`src/rtl/dmem_pkg.sv`:
```
package dmem_pkg;

    // ************************************************************************
    // data memory geometry
    // ************************************************************************

    localparam int DMEM_IDX_W = 10;
    localparam int DMEM_WORDS = 1 << DMEM_IDX_W;
    localparam int LANES      = 4;

    typedef logic [DMEM_IDX_W-1:0] dmem_idx_t;
    typedef logic [LANES-1:0]      byte_mask_t;

    // byte offset of an access inside its word.
    typedef logic [1:0] byte_off_t;

    // ************************************************************************
    // access size
    // ************************************************************************

    // SIZE_NONE marks anything that is not a valid load or store.
    typedef enum logic [1:0] {
        SIZE_BYTE = 2'd0,
        SIZE_HALF = 2'd1,
        SIZE_WORD = 2'd2,
        SIZE_NONE = 2'd3
    } access_size_e;

endpackage

```
`src/rtl/rv_isa_pkg.sv`:
```
package rv_isa_pkg;

    // ************************************************************************
    // base integer widths
    // ************************************************************************

    localparam int XLEN   = 32;
    localparam int OPC_W  = 7;
    localparam int F3_W_B = 3;

    // a data word and an address share the same width on RV32I.
    typedef logic [XLEN-1:0]   word_t;
    typedef logic [XLEN-1:0]   inst_t;
    typedef logic [OPC_W-1:0]  opcode_t;
    typedef logic [F3_W_B-1:0] funct3_t;

    // ************************************************************************
    // opcodes used by the memory stage
    // ************************************************************************

    localparam opcode_t OPC_LOAD  = 7'b0000011;
    localparam opcode_t OPC_STORE = 7'b0100011;

    // ************************************************************************
    // funct3 width codes
    // ************************************************************************

    // stores only use the first three; the unsigned codes are load-only.
    localparam funct3_t F3_B  = 3'b000;
    localparam funct3_t F3_H  = 3'b001;
    localparam funct3_t F3_W  = 3'b010;
    localparam funct3_t F3_BU = 3'b100;
    localparam funct3_t F3_HU = 3'b101;

endpackage

```
`src/rtl/load_extract.sv`:
```
module load_extract (
    input  rv_isa_pkg::word_t      rd_word,
    input  dmem_pkg::byte_off_t    offset,
    input  dmem_pkg::access_size_e size,
    input  logic                   is_load,
    input  logic                   is_unsigned,
    output rv_isa_pkg::word_t      rdata
);

    import rv_isa_pkg::*;
    import dmem_pkg::*;

    word_t shifted;
    logic  byte_sign;
    logic  half_sign;

    // bring the addressed byte down to lane 0 first.
    assign shifted = rd_word >> {offset, 3'b000};

    assign byte_sign = shifted[7] & ~is_unsigned;
    assign half_sign = shifted[15] & ~is_unsigned;

    always_comb begin
        if (is_load) begin
            case (size)
                SIZE_BYTE: begin
                    rdata = {{24{byte_sign}}, shifted[7:0]};
                end
                SIZE_HALF: begin
                    rdata = {{16{half_sign}}, shifted[15:0]};
                end
                SIZE_WORD: begin
                    rdata = shifted;
                end
                default: begin
                    rdata = shifted;
                end
            endcase
        end else begin
            // non-loads see the raw shifted word.
            rdata = shifted;
        end
    end

endmodule

```
`config.mk`:
```
export PLATFORM = sky130hd
export DESIGN_NAME = load_extract
export DESIGN_NICKNAME = d
export VERILOG_FILES = /design/src/rtl/dmem_pkg.sv /design/src/rtl/rv_isa_pkg.sv /design/src/rtl/load_extract.sv
export SDC_FILE = /design/constraint.sdc
export NUM_CORES = 1
export LEC_CHECK = 0
export ABC_AREA = 0
export BUFFER_PORTS_ARGS = -buffer_cell sky130_fd_sc_hd__buf_2
export CORE_ASPECT_RATIO = 1.1
export CORE_MARGIN = 1
export CORE_UTILIZATION = 35
export DETAILED_ROUTE_END_ITERATION = 8
export GPL_TIMING_DRIVEN = 0
export PLACE_DENSITY = 0.78
export SKIP_LAST_GASP = 1
export SLEW_MARGIN = 30
export SYNTH_ARGS = -nofsm -noshare
export SYNTH_HDL_FRONTEND = slang
export SYNTH_SLANG_ARGS = --single-unit
export TNS_END_PERCENT = 100
```
`constraint.sdc`:
```
create_clock -name vclk -period 7.25
set_clock_uncertainty 0.05 [all_clocks]
set_input_delay 2.175 -clock vclk [all_inputs]
set_output_delay 2.175 -clock vclk [all_outputs]
set_load 0.01 [all_outputs]
```
==> metrics.md <==
| Metric | Value |
|---|---|
| WS Path Type | `input port to output pin` |
| Share of the synthesized area in the top cell type | `21.78%` |
| Proportion of synthesized area in mux cells | `25.59%` |
| Nets | `218` |
| Leak | `0.6221 nW` |
| Startpoint types | `input port` |
| HP Class | `input port to output pin` |
| Post-synthesis sequential area ratio | `0%` |
| Die W | `44.32 um` |
| Final Setup Violations | `0` |
| Synthesized area | `689.4 um2` |
| CP Data Required Time | `5.03 ns` |
| Initial DRC count | `25` |
| Cell count after synthesis | `109` |
| Post-synthesis simple-gate area fraction | `33.39%` |
| Crit end category | `output pin` |
| Antenna-violating nets left | `0` |
| Diode count | `0` |
| Port bufs | `69` |
| Placed insts | `205` |
| Avg Vias per Cell | `5.390` |
| Comb power frac | `100.0%` |
| Drt wl/cell | `12.95 um` |
| DR top layer | `met4` |
| Ports | `70` |
| Setup_tns | `0 ns` |
| WL met1 | `1031 um` |
| RD Place Congestion | `0.8167` |
| First-pass detailed-route iteration total | `6` |
| FFs & Latches | `0` |
| Post-synthesis xor/xnor area fraction | `0%` |
| Final Non-Filler Cells | `205` |
| Power, Total | `0.00007680 W` |
| Antenna violations before repair | `0` |
| Post-detail-place hpwl | `2050 um` |
| Power Dens Cells | `71.54 nW/um2` |
| Worst slew pin tran | `0.6682 ns` |
| Share of layout cells above drive strength 1 | `45.51%` |
| Kind of cell adding the most delay to the critical path | `simple AND/OR/NAND/NOR gates` |
| Row count | `16` |
| Leading area contributor after synthesis | `mux2i_1` |
| Met2 wire len | `1389 um` |
| Hold Vio Cnt, Final | `0` |
| Vias in the first global route | `1,058` |
| Sequential Power Share | `0%` |
| Largest family of logic cells by synthesized area | `compound AO/OA/AOI/OAI gates` |
| DIE AREA | `2151 um2` |
| DRC | `0` |
| Die Y | `48.55 um` |
| Synth cell count leaders | `17 x nor2_1, 15 x mux2i_1, 15 x nand2_1, 13 x a211oi_1, 9 x a21oi_1` |
| Tcrit/Tclk final | `81.13%` |
| CP Buf/Inv Count | `3` |
| Utilization after layout | `58.93%` |
| Syn Area/Cell | `6.325 um2` |
| MaxCap Viol Count | `0` |
| Switch Pwr | `0.00004241 W` |
| Area delta synth->final | `55.72%` |
| Switching share of power | `55.22%` |
| Final Max Tran Viols | `0` |
| Distinct cell type count after synthesis | `20` |
| Most numerous cell in the Yosys netlist | `nor2_1` |
| Synthesis Warnings | `0` |
| Post-CTS sizing | `0` |
| Total setup buffers inserted after CTS | `0` |
| Post-CTS Hold Buffers | `0` |
| Fraction of the mapped netlist area in adder cells | `0%` |
| Met3 WL post-DR | `211 um` |
| P_int | `0.00003439 W` |
| Largest net degree at the start of global routing | `11` |
| Total track usage | `24.89%` |
| Crit-path most repeated cell | `buf_2` |
| Worst vdd ir | `0.03759 mV` |
| Status | `complete, no violations` |
| Crit-path cells | `buf_2, nand2b_1, nor2_1, a22oi_4, buf_6, o21ai_1, buf_2` |
| Total gr overflow | `0` |
| CP max stage cell | `nor2_1` |
| Complex-gate fraction of the synthesized area | `33.94%` |
| Core ar. | `1822 um2` |
| Slowest stage delay, CP | `0.54 ns` |
| Register Area | `0 um2` |
| Fmax | `170.0 MHz` |
| Clk_buf instances | `0` |
| Relative slew slack | `55.29%` |
| Crit-path max FO | `10` |
| Initial Util | `37.84%` |
| Vias | `1,105` |
| Clock Power Share | `0%` |
| Final WL | `2655 um` |
| First-pass GRT wire length | `4374 um` |
| Final Critical Period | `5.882 ns` |
| Syn nets | `147` |
| Crit path arrival time | `3.66 ns` |
| Main area contributors after synthesis | `mux2i_1 22%, a211oi_1 14%, nor2_1 9.3%` |
| RSZ-0062 raised after global routing | `false` |
-- placed cells by master, fill, tap and decap left out, types with 2 or more instances in the layout --
cell / n
o21ai_0: 5
mux2i_1: 15
nand2_1: 15
nor2b_1: 8
buf_2: 72
o21ai_1: 6
a211oi_1: 13
nor2_1: 17
a21oi_1: 9
nand2b_1: 4
clkbuf_1: 3
buf_6: 2
-- layout make-up --
class	instances	area [um2]
Buffer	8	48.80
Timing Repair Buffer	69	345.3
Fill cell	181	748.2
Tap cell	27	33.78
Multi-Input combinational cell	101	645.6
-- through the flow --
step | worst slack [ns] | hold slack, ns | cell area (um2)
2_1_floorplan | 1.801 | 4.415 | 689.4
3_3_place_gp | 1.414 | 4.610 | 1069
4_1_cts | 1.358 | 4.613 | 1069
6_report | 1.368 | 4.617 | 1074
5_1_grt | 1.237 | 4.627 | 1074
3_5_place_dp | 1.367 | 4.610 | 1069
-- cell families after synthesis --
family,after synthesis
buf+inv,8
simple gates,49
compound gates,35
mux,17
-- worst min-delay path, delay by kind of cell --
kind          cells  cell delay [ns]
simple gates      2             0.10
buf+inv           2             0.21
-- power groups by stage --
stage,Clock (W),Sequential [W],Combinational [W]
finish,0,0,0.0000768
global route,0,0,0.0000842
CTS,0,0,0.0000760
detailed placement,0,0,0.0000758
global placement,0,0,0.0000744
floorplan,0,0,0.0000431
-- layer usage --
| metal | vias to the layer above | GRT usage [%] |
|---|---|---|
| met5 | - | 0 |
| met4 | 0 | 5.556 |
| met3 | 6 | 2.239 |
| met2 | 65 | 46.32 |
| met1 | 499 | 29.44 |
| li1 | 535 | - |
-- final timing paths --
kind	from	cells after the start	endpoint	slack [ns]
max	size[1]	7	rdata[30]	1.37
min	rd_word[24]	4	rdata[24]	4.62
(Power assumes the default switching activity.)
