## src/rtl/dmem_pkg.sv

```systemverilog
package dmem_pkg;

    // ************************************************************************
    // data memory geometry
    // ************************************************************************

    localparam int DMEM_IDX_W = 10;
    localparam int DMEM_WORDS = 1 << DMEM_IDX_W;
    localparam int LANES      = 4;

    typedef logic [DMEM_IDX_W-1:0] dmem_idx_t;
    typedef logic [LANES-1:0]      byte_mask_t;

    // byte offset of an access inside its word.
    typedef logic [1:0] byte_off_t;

    // ************************************************************************
    // access size
    // ************************************************************************

    // SIZE_NONE marks anything that is not a valid load or store.
    typedef enum logic [1:0] {
        SIZE_BYTE = 2'd0,
        SIZE_HALF = 2'd1,
        SIZE_WORD = 2'd2,
        SIZE_NONE = 2'd3
    } access_size_e;

endpackage

```

## src/rtl/rv_isa_pkg.sv

```systemverilog
package rv_isa_pkg;

    // ************************************************************************
    // base integer widths
    // ************************************************************************

    localparam int XLEN   = 32;
    localparam int OPC_W  = 7;
    localparam int F3_W_B = 3;

    // a data word and an address share the same width on RV32I.
    typedef logic [XLEN-1:0]   word_t;
    typedef logic [XLEN-1:0]   inst_t;
    typedef logic [OPC_W-1:0]  opcode_t;
    typedef logic [F3_W_B-1:0] funct3_t;

    // ************************************************************************
    // opcodes used by the memory stage
    // ************************************************************************

    localparam opcode_t OPC_LOAD  = 7'b0000011;
    localparam opcode_t OPC_STORE = 7'b0100011;

    // ************************************************************************
    // funct3 width codes
    // ************************************************************************

    // stores only use the first three; the unsigned codes are load-only.
    localparam funct3_t F3_B  = 3'b000;
    localparam funct3_t F3_H  = 3'b001;
    localparam funct3_t F3_W  = 3'b010;
    localparam funct3_t F3_BU = 3'b100;
    localparam funct3_t F3_HU = 3'b101;

endpackage

```

## src/rtl/lsu_decode.sv

```systemverilog
module lsu_decode (
    input  rv_isa_pkg::inst_t      inst,
    output logic                   is_load,
    output logic                   is_store,
    output dmem_pkg::access_size_e size,
    output logic                   is_unsigned
);

    import rv_isa_pkg::*;
    import dmem_pkg::*;

    opcode_t opcode;
    funct3_t funct3;

    assign opcode = inst[6:0];
    assign funct3 = inst[14:12];

    always_comb begin
        is_load     = 1'b0;
        is_store    = 1'b0;
        size        = SIZE_NONE;
        is_unsigned = 1'b0;

        case (opcode)
            OPC_LOAD: begin
                is_load = 1'b1;
                case (funct3)
                    F3_B: begin
                        size = SIZE_BYTE;
                    end
                    F3_H: begin
                        size = SIZE_HALF;
                    end
                    F3_W: begin
                        size = SIZE_WORD;
                    end
                    F3_BU: begin
                        size        = SIZE_BYTE;
                        is_unsigned = 1'b1;
                    end
                    F3_HU: begin
                        size        = SIZE_HALF;
                        is_unsigned = 1'b1;
                    end
                    default: begin
                        size = SIZE_NONE;
                    end
                endcase
            end
            OPC_STORE: begin
                is_store = 1'b1;
                // unsigned widths do not exist for stores.
                case (funct3)
                    F3_B:    size = SIZE_BYTE;
                    F3_H:    size = SIZE_HALF;
                    F3_W:    size = SIZE_WORD;
                    default: size = SIZE_NONE;
                endcase
            end
            default: begin
                size = SIZE_NONE;
            end
        endcase
    end

endmodule

```

## config.mk

```make
export PLATFORM = sky130hd
export DESIGN_NAME = lsu_decode
export DESIGN_NICKNAME = d
export VERILOG_FILES = /design/src/rtl/dmem_pkg.sv /design/src/rtl/rv_isa_pkg.sv /design/src/rtl/lsu_decode.sv
export SDC_FILE = /design/constraint.sdc
export NUM_CORES = 1
export LEC_CHECK = 0
export BUFFER_PORTS_ARGS = -buffer_cell sky130_fd_sc_hd__clkbuf_2
export CELL_PAD_IN_SITES_DETAIL_PLACEMENT = 0
export CELL_PAD_IN_SITES_GLOBAL_PLACEMENT = 1
export CORE_AREA = 2 2 39 41
export DETAILED_ROUTE_END_ITERATION = 16
export DIE_AREA = 0 0 41 43
export PLACE_DENSITY = 0.95
export SLEW_MARGIN = 10
export SYNTH_ARGS = -nofsm -noshare
export SYNTH_HDL_FRONTEND = slang
export SYNTH_SLANG_ARGS = --single-unit
```

## constraint.sdc

```tcl
create_clock -name vclk -period 0.8
set_input_delay 0.04 -clock vclk [all_inputs]
set_output_delay 0.04 -clock vclk [all_outputs]
set_load 0.02 [all_outputs]
```

==> flow_metrics.env, run 1 <==
export IMPL_crit_path_end_kind="output port"
export IMPL_drc_errors=0
export IMPL_cp_cell_sequence="clkbuf_2 > and4bb_2 > and4_1 > clkbuf_8"
export IMPL_report_final_slew_viol_count=0
export IMPL_synth_top_family_by_area="simple AND/OR/NAND/NOR gates"
export IMPL_wl_per_cell_um=7.634
export IMPL_yosys_cell_types_count=9
export IMPL_nets=59
export IMPL_min_period_ns=0.8209
export IMPL_dieArea_mm2=0.001763
export IMPL_start_util=0.05063
export IMPL_final_seq_area_um2=0
export IMPL_antennaDiodeCount=0
export IMPL_nFlopsAndLatches=0
export IMPL_vdd_drop_max_mv=0.05664
export IMPL_cap_violations=0
export IMPL_rsz0062_at_grt="yes"
export IMPL_syn_to_final_growth_pct=175.0
export IMPL_io_buffers=15
export IMPL_max_stage_delay_ns=0.33
export IMPL_arrival_ns=0.78
export IMPL_core_area_mm2=0.001384
export IMPL_hp_start="inst[12]"
export IMPL_start_kind="input port"
export IMPL_violations="negative setup slack"
export IMPL_synth_xor_area_share=0
export IMPL_antenna_found_initial=0
export IMPL_synth_area_um2=70.07
export IMPL_synthAdderAreaFrac=0
export IMPL_whs_ns=0.4211
export IMPL_grt_pass1_wl_um=434
export IMPL_firstDrtPassIters=2
export IMPL_synth_fp_nets=42
export IMPL_hold_path_class="input port to output port"
export IMPL_viasPerCell=3.293
export IMPL_rows=14
export IMPL_grt_usage=0.03397
export IMPL_yosys_area_share_simple=0.8571
export IMPL_post_route_period_util=1.026
export IMPL_place_inst=41
export IMPL_drt_iter0_markers=1
export IMPL_grt_pass1_vias=115
export IMPL_place_congestion=0.5996
export IMPL_grt_max_degree=6
export IMPL_maxSlewHeadroom=0.8457
export IMPL_clock_buffers=0
export IMPL_layout_cells_non_filler=41
export IMPL_critical_path_class="input port to output port"
export IMPL_die_width_um=41
export IMPL_layout_setup_ws_ns=-0.02094
export IMPL_synth_mux_area_frac=0
export IMPL_maxClockFrequency_mhz=1218
export IMPL_crit_start="inst[4]"
export IMPL_cellLeakagePower_nw=0.09678
export IMPL_finalWirelength_um=313
export IMPL_crit_slowest_cell="and4bb_2"
export IMPL_cp_required_ns=0.76
export IMPL_synth_avg_cell_area_um2=7.007
export IMPL_hold_viol_final=0
export IMPL_grt_remaining_overflow=0
export IMPL_vias=135
export IMPL_die_h_um=43
export IMPL_setup_viol=2
export IMPL_ys_warn_count=0
export IMPL_drive_gt1_frac=0.7200
export IMPL_synth_compound_area_frac=0.1429
export IMPL_power_density_mw_per_mm2=228.1
export IMPL_ioPinCount=37
export IMPL_tightestPinTransition_ns=0.2307
export IMPL_outcome="finished, violations left"
export IMPL_hold_buffers=0
export IMPL_syn_instance_count=10
export IMPL_critPathMaxFanout=5
export IMPL_yosysSeqAreaShare=0
export IMPL_antenna_left=0
==> placed cells by master, fill, tap and decap left out <==
master,instances
clkbuf_2,12
nor2_1,2
clkbuf_8,2
and4bb_2,1
and3_2,1
and3b_2,1
a21oi_1,1
nand3_1,1
o21ai_0,1
nand4b_1,1
and4_1,1
buf_8,1
==> cell families after synthesis <==
group / Yosys count
AOI/OAI and AO/OA: 2
and+or+nand+nor: 8
==> cell type report <==
type | count | area [µm²]
Tap cell | 16 | 20.02
Multi-Input combinational cell | 10 | 70.07
Timing Repair Buffer | 15 | 102.6
Fill cell | 156 | 1191
==> layer usage <==
metal | vias up | wire length [µm] | GRT usage
met5 | - | 0 | 0
met4 | 0 | 0 | 0
met2 | 15 | 70 | 0.03750
met3 | 0 | 94 | 0.03141
met1 | 49 | 148 | 0.05063
li1 | 71 | - | -
==> power by group <==
group | total [mW] | leakage [nW] | switching, mW | internal [mW]
sequential | 0 | 0 | 0 | 0
combinational | 0.0439 | 0.0968 | 0.0182 | 0.0257
clock | 0 | 0 | 0 | 0
total | 0.0439 | 0.0968 | 0.0182 | 0.0257
==> through the flow <==
| step | setup TNS, ns | util | cell area [µm²] | power (mW) | setup slack (ns) |
|---|---|---|---|---|---|
| 2_1_floorplan | 0 | - | 70.07 | 0.01343 | 0.1086 |
| 3_3_place_gp | -0.05860 | 0.1193 | 165.2 | 0.04061 | -0.03239 |
| 3_5_place_dp | -0.09334 | 0.1193 | 165.2 | 0.04294 | -0.03924 |
| 4_1_cts | -0.05117 | 0.1383 | 191.4 | 0.04437 | -0.02065 |
| 5_1_grt | -0.1209 | 0.1392 | 192.7 | 0.05000 | -0.05677 |
| 6_report | -0.03434 | 0.1392 | 192.7 | 0.04394 | -0.02094 |
==> path summary, 6_finish.rpt <==
path	to	slack, ns	cells past startpoint
worst max-delay path	is_unsigned	-0.02	4
worst min-delay path	size[0]	0.42	3
==> critical path: cells and delay by family <==
family / cells / cell delay [ns]
AND/OR/NAND/NOR: 2 / 0.52
buffers and inverters: 2 / 0.21
==> cell usage after synthesis (all sizes together) <==
cell | instances | area share
nor2 | 2 | 0.11
a21oi | 1 | 0.071
and3 | 1 | 0.11
and3b | 1 | 0.14
and4 | 1 | 0.13
and4bb | 1 | 0.18
nand3 | 1 | 0.071
nand4b | 1 | 0.13
o21ai | 1 | 0.071
==> repair_timing <==
item	4_1_cts	5_1_grt
endpoints found under the setup margin	3	3
buffers inserted	0	0
resized for setup	5	1
pin swaps	2	0
Power figures use the tool's default switching activity.
==> inputs of run 2 (changes only) <==
clock period = 1.07 ns   (was 0.8 ns; I/O delays follow)
==> run 2 against run 1 <==
- the flow now finishes without violations
- non-clock buffer count stayed put
- flip-flop and latch count is the same
- wire length stayed put
- worst setup slack improved by 0.23 ns
- utilization is 2.0 points lower
- combinational power is 28% lower
- critical path type unchanged
- critical endpoint unchanged
- largest power group unchanged
==> flow_metrics.env, run 2 (synthesized netlist as in run 1, its figures left out) <==
export IMPL_outcome="finished clean"
export IMPL_hold_buffers=0
export IMPL_cp_common_cell="clkbuf_2"
export IMPL_antennaDiodeCount=0
export IMPL_cp_cell_sequence="clkbuf_2 > and4bb_2 > and4_1 > clkbuf_2"
export IMPL_hold_path_class="input port to output port"
export IMPL_finalWirelength_um=313
export IMPL_drive_gt1_frac=0.7200
export IMPL_crit_path_end_kind="output port"
export IMPL_hold_viol_final=0
export IMPL_drc_errors=0
export IMPL_drt_iter0_markers=1
export IMPL_fin_setup_tns_ns=0
export IMPL_multiInputGateArea_um2=70.07
export IMPL_nets=59
export IMPL_grt_pass1_wl_um=434
export IMPL_final_seq_area_um2=0
export IMPL_antenna_left=0
export IMPL_place_inst=41
export IMPL_cp_required_ns=1.02
export IMPL_final_common_cell="clkbuf_2"
export IMPL_syn_to_final_growth_pct=135.7
export IMPL_wl_per_cell_um=7.634
export IMPL_min_period_ns=0.8630
export IMPL_antenna_found_initial=0
export IMPL_layout_cells_non_filler=41
export IMPL_vdd_drop_max_mv=0.04097
export IMPL_nFlopsAndLatches=0
export IMPL_crit_slowest_cell="and4bb_2"
export IMPL_cellLeakagePower_nw=0.08978
export IMPL_ioPinCount=37
export IMPL_place_congestion=0.5996
export IMPL_tightestPinTransition_ns=0.2302
export IMPL_critPathMaxFanout=5
export IMPL_max_stage_delay_ns=0.32
export IMPL_arrival_ns=0.81
export IMPL_clock_buffers=0
export IMPL_postCtsSetupBuffers=0
export IMPL_die_h_um=43
export IMPL_post_route_period_util=0.8065
export IMPL_die_width_um=41
export IMPL_viasPerCell=3.317
export IMPL_firstDrtPassIters=2
export IMPL_grt_max_degree=6
export IMPL_grt_remaining_overflow=0
export IMPL_start_kind="input port"
export IMPL_layout_common_cells="15 x clkbuf_2, 2 x nor2_1"
export IMPL_critical_path_class="input port to output port"
export IMPL_maxSlewHeadroom=0.8460
export IMPL_rsz0062_at_grt="no"
export IMPL_io_buffers=15
export IMPL_setup_viol=0
export IMPL_rows=14
export IMPL_fillCellCount=160
export IMPL_core_area_mm2=0.001384
export IMPL_maxClockFrequency_mhz=1159
export IMPL_whs_ns=0.4535
export IMPL_start_util=0.05063
export IMPL_grt_usage=0.03397
export IMPL_dieArea_mm2=0.001763
export IMPL_report_final_slew_viol_count=0
export IMPL_vias=136
export IMPL_ctsResizeCount=0
export IMPL_grt_pass1_vias=115
export IMPL_cap_violations=0
export IMPL_power_density_mw_per_mm2=191.9
[run 2: changes by cell type in the layout (fill, tap and decap cells not counted)]
cell,previous run,this run
clkbuf_2,12,15
clkbuf_8,2,0
buf_8,1,0
[run 2: worst max-delay path, delay by kind of cell]
kind,cells,cell delay (ns)
AND/OR/NAND/NOR,2,0.51
buffers and inverters,2,0.24
[run 2: path summary, 6_finish.rpt]
kind | start | to | slack [ns] | cells past startpoint
hold / removal | inst[12] | size[0] | 0.45 | 3
setup / recovery | inst[6] | is_unsigned | 0.21 | 4
[run 2: layout make-up]
class / count / area share
tap: 16 / 0.1212
multi-input combinational: 10 / 0.4242
timing repair buffer: 15 / 0.4545
[run 2: per-stage QoR]
stage / total power [mW] / util / area, µm² / setup slack (ns)
5_1_grt: 0.03641 / 0.1193 / 165.2 / 0.1566
3_5_place_dp: 0.03211 / 0.1193 / 165.2 / 0.2038
4_1_cts: 0.03220 / 0.1193 / 165.2 / 0.2030
3_3_place_gp: 0.03036 / 0.1193 / 165.2 / 0.2106
2_1_floorplan: 0.01004 / - / 70.07 / 0.3516
6_report: 0.03169 / 0.1193 / 165.2 / 0.2070
[run 2: power breakdown]
| group | internal (mW) | switching, mW | total (mW) |
|---|---|---|---|
| registers | 0 | 0 | 0 |
| logic | 0.0184 | 0.0133 | 0.0317 |
| clock network | 0 | 0 | 0 |
| total | 0.0184 | 0.0133 | 0.0317 |
[run 2: layer usage]
metal  part of all wire  vias up  track usage
met2               0.21       15      0.03750
met4                  0        0            0
met1               0.46       50      0.05063
li1                   -       71            -
met3               0.32        0      0.03141
met5                  0        -            0
