==> src/rtl/dmem_pkg.sv <==
package dmem_pkg;

    // ************************************************************************
    // data memory geometry
    // ************************************************************************

    localparam int DMEM_IDX_W = 10;
    localparam int DMEM_WORDS = 1 << DMEM_IDX_W;
    localparam int LANES      = 4;

    typedef logic [DMEM_IDX_W-1:0] dmem_idx_t;
    typedef logic [LANES-1:0]      byte_mask_t;

    // byte offset of an access inside its word.
    typedef logic [1:0] byte_off_t;

    // ************************************************************************
    // access size
    // ************************************************************************

    // SIZE_NONE marks anything that is not a valid load or store.
    typedef enum logic [1:0] {
        SIZE_BYTE = 2'd0,
        SIZE_HALF = 2'd1,
        SIZE_WORD = 2'd2,
        SIZE_NONE = 2'd3
    } access_size_e;

endpackage

==> src/rtl/rv_isa_pkg.sv <==
package rv_isa_pkg;

    // ************************************************************************
    // base integer widths
    // ************************************************************************

    localparam int XLEN   = 32;
    localparam int OPC_W  = 7;
    localparam int F3_W_B = 3;

    // a data word and an address share the same width on RV32I.
    typedef logic [XLEN-1:0]   word_t;
    typedef logic [XLEN-1:0]   inst_t;
    typedef logic [OPC_W-1:0]  opcode_t;
    typedef logic [F3_W_B-1:0] funct3_t;

    // ************************************************************************
    // opcodes used by the memory stage
    // ************************************************************************

    localparam opcode_t OPC_LOAD  = 7'b0000011;
    localparam opcode_t OPC_STORE = 7'b0100011;

    // ************************************************************************
    // funct3 width codes
    // ************************************************************************

    // stores only use the first three; the unsigned codes are load-only.
    localparam funct3_t F3_B  = 3'b000;
    localparam funct3_t F3_H  = 3'b001;
    localparam funct3_t F3_W  = 3'b010;
    localparam funct3_t F3_BU = 3'b100;
    localparam funct3_t F3_HU = 3'b101;

endpackage

==> src/rtl/store_align.sv <==
module store_align (
    input  dmem_pkg::access_size_e size,
    input  logic                   is_store,
    input  rv_isa_pkg::word_t      waddr,
    input  rv_isa_pkg::word_t      wdata,
    output rv_isa_pkg::word_t      lane_data,
    output dmem_pkg::byte_mask_t   lane_mask
);

    import rv_isa_pkg::*;
    import dmem_pkg::*;

    byte_off_t  offset;
    byte_mask_t base_mask;

    // the lane offset follows the write address, not the read address.
    assign offset = waddr[1:0];

    // mask before shifting, one bit per byte the store covers.
    always_comb begin
        case (size)
            SIZE_BYTE: begin
                base_mask = 4'b0001;
            end
            SIZE_HALF: begin
                base_mask = 4'b0011;
            end
            SIZE_WORD: begin
                base_mask = 4'b1111;
            end
            default: begin
                base_mask = 4'b0000;
            end
        endcase
    end

    // lanes shifted past byte 3 simply fall off the word.
    always_comb begin
        if (is_store) begin
            lane_mask = base_mask << offset;
        end else begin
            lane_mask = '0;
        end
    end

    assign lane_data = wdata << {offset, 3'b000};

endmodule

==> config.mk <==
export PLATFORM = sky130hd
export DESIGN_NAME = store_align
export DESIGN_NICKNAME = d
export VERILOG_FILES = /design/src/rtl/dmem_pkg.sv /design/src/rtl/rv_isa_pkg.sv /design/src/rtl/store_align.sv
export SDC_FILE = /design/constraint.sdc
export NUM_CORES = 1
export LEC_CHECK = 0
export BUFFER_PORTS_ARGS = -buffer_cell sky130_fd_sc_hd__buf_2
export CELL_PAD_IN_SITES_DETAIL_PLACEMENT = 2
export CELL_PAD_IN_SITES_GLOBAL_PLACEMENT = 2
export CORE_UTILIZATION = 12
export DETAILED_ROUTE_END_ITERATION = 10
export GPL_TIMING_DRIVEN = 0
export MAX_ROUTING_LAYER = met4
export PLACE_DENSITY_LB_ADDON = 0.08
export SYNTH_ARGS = -nofsm -noshare
export SYNTH_HDL_FRONTEND = slang
export SYNTH_SLANG_ARGS = --single-unit
==> constraint.sdc <==
create_clock -name vclk -period 1.28
set_input_delay 0.256 -clock vclk [all_inputs]
set_output_delay 0.256 -clock vclk [all_outputs]
set_load 0.05 [all_outputs]
==> impl_metrics.sql, run 1 <==
INSERT INTO impl_metrics (metric_group, metric, value, unit) VALUES
('run_status', 'run_status', 'complete, but fails checks', ''),
('run_status', 'violations', 'negative setup slack', ''),
('pwr', 'power.clock.fraction', '0', '%'),
('layout', 'final_net_count', '262', ''),
('floorplanning', 'num_io_pins', '103', ''),
('logic_synthesis', 'muxShareOfSynthArea', '23.7', '%'),
('layout', 'final.clkbuf_count', '0', ''),
('logic_synthesis', 'synth_top_cells_by_area', 'sky130_fd_sc_hd__mux2i_1 (24%), sky130_fd_sc_hd__nor2b_1 (10%), sky130_fd_sc_hd__and2_1 (7.4%)', ''),
('pwr', 'leakage', '1.00', 'nW'),
('drt', 'detailroute.via_count', '1115', ''),
('drt', 'routed_via_density', '4.27', ''),
('global_routing', 'grt_usage', '16.3', '%'),
('logic_synthesis', 'yosys.area_share.simple', '34.5', '%'),
('drt', 'route.final.wire_length', '4630', 'µm'),
('sta', 'max-slew-margin-rel', '83.4', '%'),
('sta', 'crit_share_post_route', '118', '%'),
('cts', 'postCtsHoldBufs', '0', ''),
('pwr', 'seq_power_share', '0', '%'),
('logic_synthesis', 'yosys.area_share.adder', '3.71', '%'),
('setup_path', 'worst-setup-path-type', 'in -> out', ''),
('setup_path', 'crit_path_max_fanout', '6', ''),
('place', 'placement.setup.worst_slack', '-0.500', 'ns'),
('logic_synthesis', 'yosys.area_share.xor_xnor', '0', '%'),
('drt', 'drtIter0Drc', '11', ''),
('logic_synthesis', 'synth_top_area_cell', 'sky130_fd_sc_hd__mux2i_1', ''),
('global_routing', 'grt_start_max_net_pins', '11', ''),
('pwr', 'power-per-cell-area', '509', 'nW/µm²'),
('drt', 'dr.pass1.iters', '2', ''),
('floorplanning', 'design.die.area', '5920', 'µm²'),
('setup_path', 'critical_path_arrival', '1.25', 'ns'),
('logic_synthesis', 'dominant_combinational_cell_family_by_area_after_synthesis', 'simple AND/OR/NAND/NOR gates', ''),
('pwr', 'total_switching_power', '0.690', 'mW'),
('setup_path', 'timing.critical_path.to_type', 'primary output', ''),
('setup_path', 'worstPathRequired', '1.02', 'ns'),
('layout', 'layout.sequential_cells', '0', ''),
('sta', 'max_clock_freq', '663', 'MHz'),
('pwr', 'power.switching_fraction', '53.5', '%'),
('sta', 'layout_setup_ws', '-0.228', 'ns'),
('logic_synthesis', 'synth_compound_gate_area_share', '25.2', '%'),
('min_path', 'min_path_type', 'in -> out', ''),
('layout', 'antenna_cells', '0', ''),
('floorplanning', 'chipWidth', '77.0', 'µm'),
('logic_synthesis', 'synth-warning-count', '0', ''),
('drt', 'final_antenna_net_count', '0', ''),
('run', 'max-cap-violations', '0', ''),
('place', 'placed_cell_area', '1510', 'µm²'),
('layout', 'layout-drive-gt1-share', '94.2', '%'),
('pwr', 'combinational_fraction_of_design_power', '100.0', '%'),
('floorplanning', 'row_count', '26', ''),
('floorplanning', 'core', '5270', 'µm²'),
('logic_synthesis', 'syn_nets', '167', ''),
('global_routing', 'grt.overflow.total', '0', ''),
('pwr', 'power.internal', '0.600', 'mW'),
('global_routing', 'first_pass_grt_wire_length', '7290', 'µm'),
('logic_synthesis', 'synth-seq-area-share', '0', '%'),
('sta', 'fin_crit', '1.51', 'ns'),
('logic_synthesis', 'synth_cells', '98', ''),
('layout', 'sequential_cell_area_in_the_final_layout', '0', 'µm²'),
('place', 'i_o_buffers', '73', ''),
('logic_synthesis', 'synth.top_cell.area_share', '23.7', '%'),
('pwr', 'ir_worst_vdd', '0.231', 'mV'),
('sta', 'worst-slew-pin-transition', '0.244', 'ns'),
('logic_synthesis', 'synth.lib_cells_used.distinct', '23', ''),
('drt', 'avgRoutedWirePerCell', '17.7', 'µm'),
('place', 'dp.final_hpwl', '2980', 'µm'),
('setup_path', 'crit_path_start_kind', 'input pin', ''),
('logic_synthesis', 'post_synth.cell_area_avg', '6.88', 'µm²'),
('drt', 'drc_errors', '0', ''),
('logic_synthesis', 'netlist_area', '674', 'µm²'),
('floorplanning', 'floorplan.die.height', '77.0', 'µm'),
('sta', 'rsz0062_at_grt', 'yes', ''),
('layout', 'final_design_area_no_fill', '2540', 'µm²'),
('sta', 'timing_max_transition_violations_final', '0', ''),
('place', 'gp_congestion', '0.687', ''),
('layout', 'synthToLayoutAreaGrowth', '276', '%'),
('global_routing', 'grt_antenna_before_repair', '0', ''),
('global_routing', 'first_global_vias', '1283', ''),
('floorplanning', 'initial_utilization', '12.8', '%'),
('sta', 'hold_viol_final', '0', ''),
('sta', 'setup_viol', '36', '');
==> area by class of cell <==
class	instances	area [µm²]
multi-input cells	88	1250
plain buffers	9	171
well taps	70	87.6
inverters	1	8.76
fillers	524	2730
repair buffers	93	1010
==> routing by layer <==
metal  track usage (%)  part of all wire, %
met1              18.7                   41
met2              32.1                   55
met3             0.952                  4.2
met4                 0                    0
met5                 -                    0
==> worst max-delay path, stage by stage <==
cell                       delay (ns)
sky130_fd_sc_hd__buf_12          0.10
sky130_fd_sc_hd__buf_12          0.14
sky130_fd_sc_hd__buf_16          0.15
sky130_fd_sc_hd__buf_16          0.14
sky130_fd_sc_hd__a211oi_4        0.24
sky130_fd_sc_hd__a21oi_4         0.05
sky130_fd_sc_hd__buf_6           0.16
==> final timing paths <==
check,from,end,slack [ns],cells past startpoint
setup / recovery,waddr[1],lane_data[24],-0.23,7
hold / removal,is_store,lane_mask[2],0.92,3
==> power by group through the flow <==
stage / clock network [mW] / logic, mW / registers, mW
after detailed placement: 0 / 0.842 / 0
after CTS: 0 / 1.24 / 0
after floorplan: 0 / 0.631 / 0
final: 0 / 1.29 / 0
after global routing: 0 / 1.34 / 0
after global placement: 0 / 0.830 / 0
==> cells in the final DEF, fill, tap and decap left out, types with 3 or more instances in the layout <==
master                     count
sky130_fd_sc_hd__a211oi_4      7
sky130_fd_sc_hd__a21oi_4       8
sky130_fd_sc_hd__and2_4        8
sky130_fd_sc_hd__buf_12        8
sky130_fd_sc_hd__buf_16        6
sky130_fd_sc_hd__buf_2        33
sky130_fd_sc_hd__buf_4         6
sky130_fd_sc_hd__buf_6        27
sky130_fd_sc_hd__buf_8        20
sky130_fd_sc_hd__mux2i_4      15
sky130_fd_sc_hd__nand2_1       9
sky130_fd_sc_hd__nand2b_4      3
sky130_fd_sc_hd__nor2_4        9
sky130_fd_sc_hd__nor2b_2       4
sky130_fd_sc_hd__nor2b_4       6
sky130_fd_sc_hd__o21ai_4       8
==> Yosys cell counts, drive strengths merged <==
cell,instances
o21ai,8
nor3b,1
a211oi,8
clkbuf,1
buf,8
a21boi,1
nand3b,1
ha,2
and2,8
nor3,1
nand2b,3
mux2i,16
a21oi,9
nor2,9
nand2,9
inv,1
o21a,1
nor2b,11
==> timing repair <==
item / in CTS / in global routing
resized for setup: 155 / 32
setup endpoints to repair: 36 / 36
pin swaps: 12 / 15
setup buffers: 10 / 5
cloned: 6 / 0
==> through the flow <==
stage	utilization, %	power, mW	hold WS, ns	TNS (ns)	std cells
after global routing	48.1	1.34	0.932	-6.05	261
after global placement	28.7	0.830	0.951	-12.28	241
after floorplan	-	0.631	0.665	-0.964	98
after detailed placement	28.7	0.842	0.953	-13.23	241
final	48.1	1.29	0.917	-5.15	261
after CTS	45.7	1.24	0.914	-5.08	257
==> logic make-up after synthesis <==
| group | Yosys count |
|---|---|
| buffers and inverters | 10 |
| multiplexers | 16 |
| adder cells (fa/ha/maj) | 2 |
| AO/OA/AOI/OAI | 27 |
| AND/OR/NAND/NOR | 43 |
(Power assumes the default switching activity.)
==> run 2: changes to the inputs <==
- REMOVE_ABC_BUFFERS: unset -> 1
- SETUP_SLACK_MARGIN: unset -> 0.2
==> impl_metrics.sql, run 2 (synthesis results as in run 1) <==
INSERT INTO impl_metrics (metric_group, metric, value, unit) VALUES
('drt', 'routed_via_density', '4.24', ''),
('sta', 'hold_viol_final', '0', ''),
('floorplanning', 'core', '5270', 'µm²'),
('sta', 'timing_max_transition_violations_final', '0', ''),
('min_path', 'min_path_type', 'in -> out', ''),
('layout', 'final.clkbuf_count', '0', ''),
('global_routing', 'grt_usage', '15.1', '%'),
('run_status', 'run_status', 'complete, but fails checks', ''),
('global_routing', 'grt.overflow.total', '0', ''),
('run', 'max-cap-violations', '0', ''),
('sta', 'max_clock_freq', '688', 'MHz'),
('sta', 'crit_share_post_route', '113', '%'),
('drt', 'avgRoutedWirePerCell', '18.0', 'µm'),
('setup_path', 'critical_path_end', 'lane_mask[3]', ''),
('setup_path', 'critical_path_arrival', '1.20', 'ns'),
('floorplanning', 'design.die.area', '5920', 'µm²'),
('sta', 'fin_hold_ws', '0.876', 'ns'),
('sta', 'timing.setup.tns', '-0.392', 'ns'),
('layout', 'final_net_count', '252', ''),
('floorplanning', 'floorplan.die.height', '77.0', 'µm'),
('global_routing', 'first_global_vias', '1220', ''),
('sta', 'worst-slew-pin-transition', '0.245', 'ns'),
('floorplanning', 'num_io_pins', '103', ''),
('layout', 'synthToLayoutAreaGrowth', '197', '%'),
('layout', 'most-common-layout-cells', 'sky130_fd_sc_hd__buf_2 (32), sky130_fd_sc_hd__buf_6 (32), sky130_fd_sc_hd__buf_8 (12)', ''),
('sta', 'layout_setup_ws', '-0.173', 'ns'),
('floorplanning', 'chipWidth', '77.0', 'µm'),
('cts', 'postCtsHoldBufs', '0', ''),
('drt', 'drc_errors', '0', ''),
('drt', 'dr.pass1.iters', '4', ''),
('place', 'i_o_buffers', '73', ''),
('layout', 'sequential_cell_area_in_the_final_layout', '0', 'µm²'),
('sta', 'rsz0062_at_grt', 'yes', ''),
('min_path', 'worstHoldPathCells', '3', ''),
('drt', 'final_antenna_net_count', '0', ''),
('place', 'dp.final_hpwl', '2380', 'µm'),
('global_routing', 'grt_start_max_net_pins', '20', ''),
('layout', 'layout.sequential_cells', '0', ''),
('drt', 'drtIter0Drc', '18', ''),
('drt', 'detailroute.via_count', '1063', ''),
('pwr', 'leakage', '0.913', 'nW'),
('sta', 'fin_crit', '1.45', 'ns'),
('place', 'gp_congestion', '0.672', ''),
('global_routing', 'first_pass_grt_wire_length', '6910', 'µm'),
('setup_path', 'timing.critical_path.to_type', 'primary output', ''),
('floorplanning', 'initial_utilization', '12.8', '%'),
('setup_path', 'crit_path_max_fanout', '2', ''),
('run_status', 'violations', 'negative setup slack', ''),
('layout', 'antenna_cells', '0', ''),
('setup_path', 'crit_path_start_kind', 'input pin', ''),
('setup_path', 'critPathLaunch', 'size[0]', ''),
('layout', 'layout-drive-gt1-share', '81.2', '%'),
('setup_path', 'worst-setup-path-type', 'in -> out', ''),
('sta', 'max-slew-margin-rel', '83.6', '%'),
('global_routing', 'grt_antenna_before_repair', '0', ''),
('setup_path', 'worstPathRequired', '1.02', 'ns'),
('drt', 'route.final.wire_length', '4510', 'µm'),
('sta', 'setup_viol', '4', ''),
('pwr', 'ir_worst_vdd', '0.139', 'mV'),
('floorplanning', 'row_count', '26', ''),
('pwr', 'power-per-cell-area', '513', 'nW/µm²');
==> run 2: worst min-delay path by stage <==
stage          startpoint       endpoint
2_1_floorplan    waddr[1]  lane_data[10]
3_5_place_dp     is_store   lane_mask[2]
3_3_place_gp    wdata[11]  lane_data[19]
6_report         waddr[1]   lane_data[9]
5_1_grt          waddr[1]  lane_data[10]
4_1_cts          waddr[1]  lane_data[14]
==> run 2: stage by stage <==
| stage | cell area [µm²] | setup slack (ns) | instances | total power, mW | utilization [%] |
|---|---|---|---|---|---|
| after global routing | 2000 | -0.230 | 251 | 1.08 | 38.0 |
| after CTS | 1890 | -0.172 | 250 | 0.979 | 35.9 |
| after floorplan | 592 | -0.602 | 89 | 0.418 | - |
| after global placement | 1040 | -1.24 | 232 | 0.624 | 19.8 |
| after detailed placement | 1040 | -1.26 | 232 | 0.633 | 19.8 |
| final | 2000 | -0.173 | 251 | 1.03 | 38.0 |
==> run 2: what timing repair did <==
| item | 4_1_cts | 5_1_grt |
|---|---|---|
| cloned | 6 | 0 |
| endpoints found under the setup margin | 36 | 36 |
| buffers inserted | 12 | 1 |
| resized for setup | 165 | 21 |
| pin swaps | 26 | 10 |
==> run 2: worst max-delay path, cell delays in order <==
cell                       delay, ns
sky130_fd_sc_hd__buf_8          0.10
sky130_fd_sc_hd__inv_4          0.05
sky130_fd_sc_hd__ha_4           0.19
sky130_fd_sc_hd__nor2b_4        0.13
sky130_fd_sc_hd__nand3b_1       0.14
sky130_fd_sc_hd__a21boi_1       0.12
sky130_fd_sc_hd__buf_4          0.21
==> run 2: layer usage <==
metal | up-vias | part of all wire [%] | global-route usage [%]
li1 | 514 | - | -
met1 | 508 | 42 | 18.1
met2 | 41 | 55 | 29.0
met3 | 0 | 3.3 | 0.714
met4 | 0 | 0 | 0
met5 | - | 0 | -
==> run 2: report_power, final <==
part           internal [mW]  switching, mW
combinational          0.453          0.576
clock                      0              0
sequential                 0              0
total                  0.453          0.576
==> run 2: layout make-up <==
cell class,instances,area [µm²]
Fill cell,564,3270
Timing Repair Buffer,92,993
Multi-Input combinational cell,88,916
Tap cell,70,87.6
Inverter,1,6.26
==> run 3: changes to the inputs <==
--- a/config.mk
+++ b/config.mk
@@ -15,3 +15,2 @@
 export PLACE_DENSITY_LB_ADDON = 0.08
-export REMOVE_ABC_BUFFERS = 1
 export SETUP_SLACK_MARGIN = 0.2
==> constraint.sdc (replaced) <==
create_clock -name vclk -period 1.28
set_input_delay 0.256 -clock vclk [all_inputs]
set_output_delay 0.256 -clock vclk [all_outputs]
set_load 0.1 [all_outputs]
==> impl_metrics.sql, run 3 (synthesis results as in run 1) <==
INSERT INTO impl_metrics (metric_group, metric, value, unit) VALUES
('drt', 'dr.pass1.iters', '3', ''),
('sta', 'max_clock_freq', '652', 'MHz'),
('place', 'placed_cell_count', '241', ''),
('min_path', 'min_to', 'lane_mask[2]', ''),
('layout', 'most-common-layout-cells', 'sky130_fd_sc_hd__buf_12 (45), sky130_fd_sc_hd__buf_2 (33), sky130_fd_sc_hd__mux2i_4 (10)', ''),
('pwr', 'power-per-cell-area', '639', 'nW/µm²'),
('sta', 'timing_max_transition_violations_final', '0', ''),
('sta', 'fin_crit', '1.53', 'ns'),
('floorplanning', 'chipWidth', '77.0', 'µm'),
('layout', 'final.clkbuf_count', '0', ''),
('setup_path', 'crit_path_top_delay_cell', 'sky130_fd_sc_hd__a211oi_4', ''),
('setup_path', 'critical_path.max_stage_delay', '0.24', 'ns'),
('layout', 'final_cells', '261', ''),
('floorplanning', 'initial_utilization', '12.8', '%'),
('sta', 'setup_viol', '36', ''),
('run_status', 'violations', 'negative setup slack', ''),
('global_routing', 'first_global_vias', '1359', ''),
('pwr', 'ir_worst_vdd', '0.281', 'mV'),
('setup_path', 'kind_of_cell_with_the_highest_combined_delay_on_the_critical_path', 'buffers and inverters', ''),
('floorplanning', 'core', '5270', 'µm²'),
('run_status', 'run_status', 'complete, but fails checks', ''),
('floorplanning', 'floorplan.die.height', '77.0', 'µm'),
('layout', 'final_net_count', '262', ''),
('setup_path', 'crit_chain', 'buf_12 -> buf_12 -> buf_16 -> buf_16 -> a211oi_4 -> a21oi_4 -> buf_12', ''),
('sta', 'hold_viol_final', '0', ''),
('floorplanning', 'num_io_pins', '103', ''),
('setup_path', 'timing.critical_path.to_type', 'primary output', ''),
('layout', 'layout.sequential_cells', '0', ''),
('layout', 'final_design_area_no_fill', '2670', 'µm²'),
('floorplanning', 'design.die.area', '5920', 'µm²'),
('setup_path', 'critPathMostFrequentCell', 'sky130_fd_sc_hd__buf_12', ''),
('pwr', 'leakage', '1.06', 'nW'),
('global_routing', 'grt_antenna_before_repair', '0', ''),
('setup_path', 'crit_path_max_fanout', '5', ''),
('min_path', 'min_path_type', 'in -> out', ''),
('setup_path', 'crit_path_start_kind', 'input pin', ''),
('layout', 'sequential_cell_area_in_the_final_layout', '0', 'µm²'),
('layout', 'synthToLayoutAreaGrowth', '296', '%'),
('drt', 'route.final.wire_length', '5020', 'µm'),
('drt', 'drc_errors', '0', ''),
('place', 'i_o_buffers', '73', ''),
('sta', 'rsz0062_at_grt', 'yes', ''),
('drt', 'final_antenna_net_count', '0', ''),
('drt', 'detailroute.via_count', '1123', ''),
('setup_path', 'worst-setup-path-type', 'in -> out', ''),
('setup_path', 'worstPathRequired', '1.02', 'ns'),
('setup_path', 'cp.buffers_inverters', '5', ''),
('global_routing', 'grt_start_max_net_pins', '11', ''),
('global_routing', 'grt_usage', '17.1', '%'),
('drt', 'routed_via_density', '4.30', ''),
('min_path', 'worstHoldPathCells', '3', ''),
('global_routing', 'grt.overflow.total', '0', ''),
('layout', 'final_util', '50.7', '%'),
('sta', 'crit_share_post_route', '120', '%'),
('sta', 'max-slew-margin-rel', '80.9', '%'),
('min_path', 'hold_path_startpoint', 'is_store', ''),
('floorplanning', 'row_count', '26', ''),
('place', 'gp_congestion', '0.749', ''),
('layout', 'layout-drive-gt1-share', '91.6', '%'),
('setup_path', 'critical_path_arrival', '1.28', 'ns'),
('global_routing', 'first_pass_grt_wire_length', '7710', 'µm'),
('cts', 'postCtsHoldBufs', '0', ''),
('drt', 'drtIter0Drc', '11', ''),
('drt', 'avgRoutedWirePerCell', '19.2', 'µm'),
('sta', 'layout_setup_ws', '-0.254', 'ns'),
('run', 'max-cap-violations', '0', ''),
('layout', 'antenna_cells', '0', ''),
('place', 'placed_cell_area', '1520', 'µm²'),
('layout', 'most_frequent_standard_cell_in_the_layout_excluding_fill_and_tap_cells', 'sky130_fd_sc_hd__buf_12', ''),
('place', 'dp.final_hpwl', '3040', 'µm'),
('sta', 'worst-slew-pin-transition', '0.278', 'ns');
run 3: cell count changes in the layout (fill, tap and decap cells not counted), moves of 5 or more:
cell	change
sky130_fd_sc_hd__nand2_1	+8
sky130_fd_sc_hd__o21ai_2	-6
sky130_fd_sc_hd__a21oi_4	+8
sky130_fd_sc_hd__o21ai_4	+6
sky130_fd_sc_hd__nor2b_2	+5
sky130_fd_sc_hd__nor2_4	+8
sky130_fd_sc_hd__nor2_1	-8
sky130_fd_sc_hd__buf_6	-24
sky130_fd_sc_hd__nand2_4	-8
sky130_fd_sc_hd__buf_8	-8
sky130_fd_sc_hd__buf_12	+44
run 3: per-layer routing:
metal / wire length, µm / vias up / GRT usage, %
li1: - / 531 / -
met1: 1980 / 552 / 19.1
met2: 2920 / 40 / 35.2
met3: 126 / 0 / 0.357
met4: 0 / 0 / 0
met5: 0 / - / -
run 3: area by class of cell:
| type | count | area (µm²) |
|---|---|---|
| plain buffers | 9 | 179 |
| fillers | 514 | 2600 |
| multi-input cells | 88 | 1140 |
| well taps | 70 | 87.6 |
| repair buffers | 93 | 1250 |
| inverters | 1 | 8.76 |
run 3: timing repair:
item / CTS / global route
pin swaps: 13 / 8
gates resized for setup: 206 / 13
buffers inserted: 14 / 2
gates cloned: 3 / 1
endpoints found under the setup margin: 36 / 36
run 3: worst max path at each step:
stage	cells past startpoint	start	endpoint	slack [ns]
after global placement	6	waddr[1]	lane_data[3]	-0.72
final	7	waddr[1]	lane_data[31]	-0.25
after global routing	7	size[0]	lane_mask[3]	-0.29
after detailed placement	6	waddr[1]	lane_data[3]	-0.72
after CTS	7	size[0]	lane_mask[3]	-0.29
after floorplan	4	waddr[1]	lane_mask[1]	-0.49
run 3: worst min-delay path, delay by kind of cell:
kind	cells	cell delay [ns]
buf+inv	2	0.29
compound gates	1	0.13
run 3: metrics by stage:
stage	power [mW]	TNS, ns	worst slack (ns)	hold slack [ns]
after CTS	1.67	-7.12	-0.294	0.925
after global placement	1.14	-17.31	-0.718	1.03
after detailed placement	1.16	-17.77	-0.719	1.03
final	1.71	-7.03	-0.254	0.932
after global routing	1.76	-8.01	-0.287	0.950
after floorplan	0.948	-6.90	-0.488	0.711
run 3: power breakdown:
part | total, mW | internal [mW] | switching [mW]
registers | 0 | 0 | 0
logic | 1.71 | 0.702 | 1.00
clock network | 0 | 0 | 0
